<file path="config.mk">
export PLATFORM = sky130hd
export DESIGN_NAME = rv_mul_top
export DESIGN_NICKNAME = d
export VERILOG_FILES = /design/src/logic/rv_mul_pkg.sv /design/src/logic/rv_mul_top.sv /design/src/logic/mul_wb_queue.sv /design/src/logic/mul_unit.sv /design/src/logic/mul_issue.sv
export SDC_FILE = /design/constraint.sdc
export NUM_CORES = 2
export LEC_CHECK = 0
export BUFFER_PORTS_ARGS = -buffer_cell sky130_fd_sc_hd__buf_2
export CAP_MARGIN = 20
export CORE_MARGIN = 1.5
export CORE_UTILIZATION = 60
export DETAILED_ROUTE_END_ITERATION = 16
export HOLD_SLACK_MARGIN = 0.02
export PLACE_DENSITY = 0.85
export SYNTH_ARGS = -nofsm -noshare
export SYNTH_HDL_FRONTEND = slang
export SYNTH_SLANG_ARGS = --single-unit
</file>
<file path="constraint.sdc">
create_clock -name clk -period 13.65 [get_ports clk]
set_clock_uncertainty 0.1 [all_clocks]
set_input_delay 3.4125 -clock clk [delete_from_list [all_inputs] [get_ports clk]]
set_output_delay 3.4125 -clock clk [all_outputs]
set_load 0.005 [all_outputs]
</file>
<file path="src/logic/rv_mul_pkg.sv">
// RV32M multiply subsystem shared definitions
// Widths, funct3 codes, queue sizing and the request/result structs

package rv_mul_pkg;

    ////////////////////
    // Base widths
    typedef logic [31:0] xlen_t;            // Register value
    typedef logic [2:0]  funct3_t;          // M extension op selector
    typedef logic [4:0]  tag_t;             // Destination register tag

    typedef logic signed [32:0] ext_t;      // Operand after sign/zero extension

    ////////////////////
    // Multiply funct3 codes, only bits [1:0] decoded
    localparam funct3_t MUL_FN3    = 3'd0;
    localparam funct3_t MULH_FN3   = 3'd1;
    localparam funct3_t MULHSU_FN3 = 3'd2;
    localparam funct3_t MULHU_FN3  = 3'd3;

    ////////////////////
    // Write-back queue sizing
    localparam int WB_DEPTH = 4;
    localparam int WB_PTR_W = $clog2(WB_DEPTH);

    typedef logic [WB_PTR_W-1:0] wb_ptr_t;  // Read/write pointer
    typedef logic [WB_PTR_W:0]   wb_cnt_t;  // Occupancy, 0..WB_DEPTH

    ////////////////////
    // Request from the core, 72 bits
    typedef struct packed {
        funct3_t op;
        xlen_t   rs1;
        xlen_t   rs2;
        tag_t    rd_tag;
    } mul_req_t;

    // Decoded operands into the multiplier, 72 bits
    typedef struct packed {
        ext_t rs1_ext;                      // Already extended
        ext_t rs2_ext;
        logic high;                         // Take upper word
        tag_t rd_tag;
    } mul_ops_t;

    // Tagged result toward write-back, 37 bits
    typedef struct packed {
        xlen_t rd;
        tag_t  rd_tag;
    } mul_res_t;

endpackage
</file>
<file path="src/logic/rv_mul_top.sv">
// RV32M multiply execution subsystem
// Issue stage, two-stage multiplier and write-back queue in series

module rv_mul_top (
    input  logic                 clk,
    input  logic                 rst,
    input  rv_mul_pkg::mul_req_t req,
    input  logic                 req_valid,
    output logic                 req_ready,
    output rv_mul_pkg::mul_res_t res,
    output logic                 res_valid,
    input  logic                 res_ready
);

    rv_mul_pkg::mul_ops_t ops;              // Issue to multiplier
    logic                 issue_valid;
    logic                 issue_ready;
    rv_mul_pkg::mul_res_t wb_res;           // Multiplier to queue
    logic                 wb_valid;
    logic                 wb_accepted;

    mul_issue u_mul_issue (
        .clk         (clk),
        .rst         (rst),
        .req         (req),
        .req_valid   (req_valid),
        .req_ready   (req_ready),
        .ops         (ops),
        .issue_valid (issue_valid),
        .issue_ready (issue_ready)
    );

    mul_unit u_mul_unit (
        .clk         (clk),
        .rst         (rst),
        .ops         (ops),
        .issue_valid (issue_valid),
        .issue_ready (issue_ready),
        .wb_res      (wb_res),
        .wb_valid    (wb_valid),
        .wb_accepted (wb_accepted)
    );

    mul_wb_queue u_mul_wb_queue (
        .clk         (clk),
        .rst         (rst),
        .wb_res      (wb_res),
        .wb_valid    (wb_valid),
        .wb_accepted (wb_accepted),
        .res         (res),
        .res_valid   (res_valid),
        .res_ready   (res_ready)
    );

endmodule

</file>
<file path="src/logic/mul_wb_queue.sv">
// Write-back result queue
// Circular buffer of tagged results, takes results from the multiplier
// and presents them to the register-file port in order

module mul_wb_queue (
    input  logic                 clk,
    input  logic                 rst,
    input  rv_mul_pkg::mul_res_t wb_res,
    input  logic                 wb_valid,
    output logic                 wb_accepted,
    output rv_mul_pkg::mul_res_t res,
    output logic                 res_valid,
    input  logic                 res_ready
);

    localparam rv_mul_pkg::wb_ptr_t LAST_PTR =
        rv_mul_pkg::wb_ptr_t'(rv_mul_pkg::WB_DEPTH - 1);
    localparam rv_mul_pkg::wb_cnt_t FULL_CNT =
        rv_mul_pkg::wb_cnt_t'(rv_mul_pkg::WB_DEPTH);

    rv_mul_pkg::mul_res_t mem [rv_mul_pkg::WB_DEPTH];   // Entry storage
    rv_mul_pkg::wb_ptr_t  wr_ptr;
    rv_mul_pkg::wb_ptr_t  rd_ptr;
    rv_mul_pkg::wb_cnt_t  count;            // Occupancy

    logic wr_en;
    logic rd_en;

    ////////////////////
    // Handshakes
    assign res_valid   = (count != '0);
    assign rd_en       = res_valid & res_ready;
    assign wb_accepted = (count < FULL_CNT) | rd_en;    // Full but draining is fine
    assign wr_en       = wb_valid & wb_accepted;

    ////////////////////
    // Pointers and count
    always_ff @(posedge clk) begin
        if (rst) begin
            wr_ptr <= '0;
            rd_ptr <= '0;
            count  <= '0;
        end else begin
            if (wr_en) begin
                wr_ptr <= (wr_ptr == LAST_PTR) ? '0 : wr_ptr + 1'b1;
            end
            if (rd_en) begin
                rd_ptr <= (rd_ptr == LAST_PTR) ? '0 : rd_ptr + 1'b1;
            end
            case ({wr_en, rd_en})
                2'b10:   count <= count + 1'b1;
                2'b01:   count <= count - 1'b1;
                default: count <= count;    // Both or neither
            endcase
        end
    end

    ////////////////////
    // Storage, no reset
    always_ff @(posedge clk) begin
        if (wr_en) begin
            mem[wr_ptr] <= wb_res;
        end
    end

    // Head of queue, held while stalled
    assign res = mem[rd_ptr];

endmodule

</file>
<file path="src/logic/mul_unit.sv">
// Two-stage pipelined 33x33 signed multiplier
// Stage 1 registers operands, stage 2 registers the product;
// output word is high or low half per the op

module mul_unit (
    input  logic                 clk,
    input  logic                 rst,
    input  rv_mul_pkg::mul_ops_t ops,
    input  logic                 issue_valid,
    output logic                 issue_ready,
    output rv_mul_pkg::mul_res_t wb_res,
    output logic                 wb_valid,
    input  logic                 wb_accepted
);

    // Stage 1
    logic               s1_valid;
    rv_mul_pkg::ext_t   s1_rs1;
    rv_mul_pkg::ext_t   s1_rs2;
    logic               s1_high;
    rv_mul_pkg::tag_t   s1_tag;

    // Stage 2
    logic               s2_valid;
    logic signed [65:0] s2_prod;            // Full signed product
    logic               s2_high;
    rv_mul_pkg::tag_t   s2_tag;

    logic stage1_advance;
    logic stage2_advance;
    logic issue_xfer;

    ////////////////////
    // Advance logic
    assign stage2_advance = wb_accepted | ~s2_valid;     // Drain or empty
    assign stage1_advance = stage2_advance | ~s1_valid;
    assign issue_ready    = stage1_advance;  // Same as accepted or any stage empty
    assign issue_xfer     = issue_valid & issue_ready;

    always_ff @(posedge clk) begin
        if (rst) begin
            s1_valid <= 1'b0;
            s2_valid <= 1'b0;
        end else begin
            if (stage1_advance) begin
                s1_valid <= issue_valid;
            end
            if (stage2_advance) begin
                s2_valid <= s1_valid;
            end
        end
    end

    ////////////////////
    // Stage 1, operand registers
    always_ff @(posedge clk) begin
        if (issue_xfer) begin
            s1_rs1  <= ops.rs1_ext;
            s1_rs2  <= ops.rs2_ext;
            s1_high <= ops.high;
            s1_tag  <= ops.rd_tag;
        end
    end

    ////////////////////
    // Stage 2, product register
    always_ff @(posedge clk) begin
        if (stage2_advance && s1_valid) begin
            s2_prod <= s1_rs1 * s1_rs2;     // Signed 33x33, fits in 66
            s2_high <= s1_high;             // Travels with the product
            s2_tag  <= s1_tag;
        end
    end

    ////////////////////
    // Write-back side
    assign wb_res.rd     = s2_high ? s2_prod[63:32] : s2_prod[31:0];
    assign wb_res.rd_tag = s2_tag;
    assign wb_valid      = s2_valid;

endmodule

</file>
<file path="src/logic/mul_issue.sv">
// Multiply issue stage
// Decodes operand signedness and holds one request until the
// multiplier takes it

module mul_issue (
    input  logic                 clk,
    input  logic                 rst,
    input  rv_mul_pkg::mul_req_t req,
    input  logic                 req_valid,
    output logic                 req_ready,
    output rv_mul_pkg::mul_ops_t ops,
    output logic                 issue_valid,
    input  logic                 issue_ready
);

    logic                 rs1_signed;       // From op decode
    logic                 rs2_signed;
    rv_mul_pkg::mul_ops_t dec_ops;          // Decoded request
    rv_mul_pkg::mul_ops_t hold_ops;         // Hold register payload
    logic                 hold_valid;
    logic                 issue_en;         // Low during reset, then stays high
    logic                 req_xfer;
    logic                 issue_xfer;

    ////////////////////
    // Op decode
    // rs1 signed for MULH, MULHSU; rs2 signed for MUL, MULH
    assign rs1_signed = req.op[1:0] inside {rv_mul_pkg::MULH_FN3[1:0],
                                            rv_mul_pkg::MULHSU_FN3[1:0]};
    assign rs2_signed = req.op[1:0] inside {rv_mul_pkg::MUL_FN3[1:0],
                                            rv_mul_pkg::MULH_FN3[1:0]};

    always_comb begin
        dec_ops.rs1_ext = {req.rs1[31] & rs1_signed, req.rs1};  // Sign or zero bit
        dec_ops.rs2_ext = {req.rs2[31] & rs2_signed, req.rs2};
        dec_ops.high    = (req.op[1:0] != rv_mul_pkg::MUL_FN3[1:0]);  // All but MUL
        dec_ops.rd_tag  = req.rd_tag;
    end

    ////////////////////
    // Handshakes
    assign issue_xfer = hold_valid & issue_ready;
    assign req_ready  = issue_en & (~hold_valid | issue_ready);  // Empty or draining
    assign req_xfer   = req_valid & req_ready;

    always_ff @(posedge clk) begin
        if (rst) begin
            issue_en <= 1'b0;
        end else begin
            issue_en <= 1'b1;               // Opens one cycle after reset
        end
    end

    ////////////////////
    // Hold register
    always_ff @(posedge clk) begin
        if (rst) begin
            hold_valid <= 1'b0;
        end else if (req_xfer) begin
            hold_valid <= 1'b1;             // Refill, even while draining
        end else if (issue_xfer) begin
            hold_valid <= 1'b0;
        end
    end

    // Payload, no reset
    always_ff @(posedge clk) begin
        if (req_xfer) begin
            hold_ops <= dec_ops;
        end
    end

    assign ops         = hold_ops;
    assign issue_valid = hold_valid;

endmodule

</file>
After elaboration in Yosys (flattened, before gate mapping) --
Memory sizes are Yosys's and may differ from the RTL's. A register that Yosys moved wholly into a read port is not among the register bits. Index checks and enable logic that the tools add are counted.
Operators by class: add/sub/neg operators 4, reductions and logical operators 8, equality and inequality tests 6, multipliers 1, bitwise operators 14, magnitude comparators 1, mux-type cells 11
Operator list (number):
- multiplier 33 x 33 -> 64 bit | 1
- 2-to-1 mux 32 bit | 1
- nonzero test 2 bit | 5
- equality test 2 bit, second input constant | 4
- 2-to-1 mux 2 bit | 4
- bitwise AND 1 bit | 7
- case mux 3 bit (2 select lines) | 1
- 2-to-1 mux 1 bit | 5
- adder 2 x 1 -> 2 bit, second input constant | 2
- equality test 2 x 1 -> 1 bit, second input constant | 2
- OR 1 bit | 4
- adder 3 x 1 -> 3 bit, second input constant | 1
- less-than comparator 3 bit, second input constant | 1
- inverter 1 bit | 3
- nonzero test 3 bit | 1
- subtractor 3 x 1 -> 3 bit, second input constant | 1
- zero test 2 bit | 1
- logical AND 1 bit | 1
Word-level totals: output and inout bits 39, memories kept 1, input bits 76, RAM bits 148, bits in registers 225, word-level logic and storage cells 64
Memory list:
- u_mul_wb_queue.mem | depth 4, bits a word 37, rd ports 1, clocked after Yosys merged registers in 1, write ports 1, RTL line mul_wb_queue.sv:21 | rv_mul_pkg::mul_res_t mem [rv_mul_pkg::WB_DEPTH];

Longest topological paths before layout --
depth in word-level cells 9, mapped depth 28, depth with buffers taken out 26

Hierarchy --
A second synthesis with hierarchy kept.
Unflattened totals: cell total of the unflattened synthesis 4613, area, all modules 50956.4 um^2
By module, submodules not included:
- mul_unit | instances 1, seq. area each 4304.1 um^2, area an instance 42836.1 um^2, cells an instance 4281
- mul_wb_queue | instances 1, seq. area each 4624.4 um^2, area an instance 5813.1 um^2, cells an instance 245
- mul_issue | instances 1, seq. area each 2202.1 um^2, area an instance 2307.2 um^2, cells an instance 87

Worst setup path before layout --
Ideal clock, no wire load.
path kind input port to flip-flop, start point in res_ready, end point reg u_mul_unit.s1_high, enable pin, setup slack 4.016 ns, cell stages on the path 3, setup time 0.612 ns, data required time 12.938 ns, buffers on the path 0, arrival 8.922 ns, cell sequence nand2b_1 > nor2_1 > a21boi_0
On the way: longest elaborated chain between the ends 5
RTL lines:
- start, declared | RTL line rv_mul_top.sv:12 | input logic res_ready
- bitwise AND 1 bit | RTL line mul_wb_queue.sv:32 | assign rd_en = res_valid & res_ready;
- OR 1 bit | RTL line mul_wb_queue.sv:33 | assign wb_accepted = (count < FULL_CNT) | rd_en;
- OR 1 bit | RTL line mul_unit.sv:35 | assign stage2_advance = wb_accepted | ~s2_valid;
- OR 1 bit | RTL line mul_unit.sv:36 | assign stage1_advance = stage2_advance | ~s1_valid;
- bitwise AND 1 bit
- named net u_mul_issue.issue_xfer | RTL line mul_issue.sv:23 | logic issue_xfer;
- end signal, assigned | RTL line mul_unit.sv:60 | s1_high <= ops.high;
- end, declared | RTL line mul_unit.sv:20 | logic s1_high;
The timed path passes the listed nets, and every way through them passes these cells. A chain may end at the register's enable or synchronous reset.

Worst setup path in the final report --
start point reg u_mul_unit.s1_rs2[1], end point reg u_mul_unit.s2_prod[63], data pin
On the way: longest elaborated chain between the ends 1
RTL lines:
- start, declared | RTL line mul_unit.sv:19 | rv_mul_pkg::ext_t s1_rs2;
- start signal, assigned | RTL line mul_unit.sv:59 | s1_rs2 <= ops.rs2_ext;
- multiplier 33 x 33 -> 64 bit | RTL line mul_unit.sv:69 | s2_prod <= s1_rs1 * s1_rs2;
- end signal, assigned | RTL line mul_unit.sv:69
- end, declared | RTL line mul_unit.sv:25 | logic signed [65:0] s2_prod;
Every way passes these cells.

==> results.md <==
* Post-DRT Antenna Nets at 0
* Port buffer count at 113
* Dpl hpwl at 89150 um
* Period utilisation layout at 0.6679
* Run status: finished clean
* Max-slew violations at 0
* DRC viols at 0
* Die area at 86440 um^2
* Sequential-to-total area share from yosys stat at 0.2190
* CTS clk-pin slew, worst paths at 0.06 ns
* Crit start category: flip-flop
* Mapped Nets at 6041
* Primary FF master, synth: edfxtp_1
* Post-synth ARST share at 0
* WP data arrival at 9.35 ns
* Commonest non-fill, non-tap cell in the layout: fa_1
* DR vias at 32870
* Final setup TNS at 0 ns
* Hold_buf cts at 0
* Unrepaired setup endpoints after global routing: no
* Starting density of the core at 0.6072
* Flops & latches, synth at 375
* Post-CTS Setup Bufs at 0
* Fin. Hold Viols at 0
* Pre-antenna DRT Iters at 9
* Clock Latency Late Sink at 0.62 ns
* Initial antenna violation count at 3
* Worst-Margin Slew at 0.9881 ns
* Place WS at 4.644 ns
* Layout area overhead at 6.350%
* Critical path data required time at 13.89 ns
* Gr usage total at 0.2967
* Die Y at 294.0 um
* Worst hold slack at 0.3140 ns
* Largest area contributor in the netlist: fa_1
* Routed len/inst at 20.89 um
* Post-CTS Resized at 0
* Routed WL at 121000 um
* GP Congestion at 0.9324
* CTS Sinks at 375
* CTS Buf Count at 43
* Post-synthesis cell type count at 64
* Largest net degree at the start of global routing at 66
* Top cells by area in the synthesized netlist: fa_1 44%, edfxtp_1 21%, inv_1 7.9%
* Die Wd at 294.0 um
* Row cnt at 106
* H-Tree Depth at 2
* PnR worst setup slack at 4.533 ns
* Max Cap Viol at 0
* Max clock buf depth at 3
* Commonest non-fill, non-tap cells in the layout: 1126 x fa_1, 1071 x inv_1, 565 x nand2_1
* Worst Setup End Kind: flip-flop
* CTS tree: built
* Setup violations, final at 0
* Nets at 6046
* Cells after synthesis at 4619
* Min-delay worst type: reg2reg
* Core area at 83690 um^2
* Global-route wire length before repair at 196300 um
* Number of flops mapped to enable cells by yosys at 362
* Vias in the first global route at 36990
* Synth Cell Area at 50810 um^2
* Io pins at 115
* Avg Cell Area, Syn at 11.00 um^2
* Max-slew headroom at 0.3413
* Final Critical Period at 9.117 ns
* Grt ovf at 0
* Clock Tree Root: clkbuf_16
* Yosys Warn Count at 0
* Top cell type's share of synthesized area at 0.4436
* Peak Freq at 109.7 MHz
* Layout cell share with drive strength beyond 1 at 0.07600
* CP Max Fanout at 33
* Detailed Route Iter0 Violations at 2417
* WS Path Type: reg2reg
* Drt via density at 5.674
[registers in the layout, summed over array words and instances, names as in the netlist, 3 cells and up, named ones only]
signal	flops
u_mul_issue.ops	72
u_mul_unit.s1_rs1	33
u_mul_unit.s1_rs2	33
u_mul_unit.s1_tag	5
u_mul_unit.s2_prod	64
u_mul_unit.s2_tag	5
u_mul_wb_queue.count	3
u_mul_wb_queue.mem	148
[cells in the mapped netlist (6+ instances only)]
cell         n
fa_1      1126
inv_1     1071
nand2_1    565
and2_1     545
edfxtp_1   362
ha_1       220
clkbuf_1   212
a21oi_1     77
xnor2_1     53
nor2_1      41
mux4_2      37
o21ai_0     34
mux2_2      33
nor2b_1     29
xor2_1      29
nand4_1     19
a21o_1      18
nand3_1     15
dfxtp_1     13
nand2b_1    11
nor3_1      11
o21bai_1     9
o21a_1       8
buf_1        7
and3_1       6
[metal layers]
metal,part of all wire,vias to the layer above,global-route usage
met5,0.00026,-,0
met4,0.052,6,0.1328
met3,0.11,481,0.07651
met2,0.48,1898,0.4898
met1,0.36,16780,0.3701
li1,-,13700,-
[cells by family after synthesis]
family          synth area share
simple gates              0.1252
compound gates           0.02369
flops                     0.2190
buf+inv                  0.09642
mux                      0.02371
xor+xnor                 0.01413
fa+ha+maj                 0.4978
[critical path: stages, from the launching register on]
cell and delay (ns):
edfxtp_1 0.34, buf_4 0.38, and2_1 0.26, fa_1 0.53
fa_1 0.57, fa_1 0.97, inv_1 0.24, fa_1 0.87
inv_1 0.44, fa_1 0.57, fa_1 0.51, fa_1 0.49
inv_1 0.05, fa_1 0.47, inv_1 0.04, ha_1 0.33
inv_1 0.13, nor3_1 0.27, and4_1 0.25, nand2b_1 0.06
o21ai_1 0.33, a21oi_1 0.20, a31o_2 0.25, xnor2_1 0.12
[layout make-up]
type | count | area [um^2]
inverter | 1071 | 4020
sequential | 375 | 11130
multi-input combinational | 2945 | 34820
clock inverter | 25 | 346.6
antenna | 1 | 2.502
clock buffer | 54 | 1157
tap | 1134 | 1419
timing repair buffer | 188 | 1141
fill | 5980 | 29650
[path summary, 6_finish.rpt]
check                        from                     end  slack (ns)  cells past startpoint
max reg2reg  u_mul_unit.s1_rs2[1]  u_mul_unit.s2_prod[63]        4.53                     23
min           u_mul_issue.ops[45]    u_mul_unit.s1_rs1[6]        0.31                      0
max          u_mul_unit.s1_rs2[1]  u_mul_unit.s2_prod[63]        4.53                     23
min reg2reg   u_mul_issue.ops[45]    u_mul_unit.s1_rs1[6]        0.31                      0
[stage by stage]
| stage | instances | cell area, um^2 | utilization |
|---|---|---|---|
| 2_1_floorplan | 4619 | 50810 | - |
| 3_3_place_gp | 5712 | 52510 | 0.6275 |
| 3_5_place_dp | 5712 | 52510 | 0.6275 |
| 4_1_cts | 5791 | 54020 | 0.6455 |
| 5_1_grt | 5792 | 54040 | 0.6457 |
| 6_report | 5793 | 54040 | 0.6457 |
Power is not shown: default switching activity piles up to over one toggle a cycle in this logic, so the estimate is an artifact.
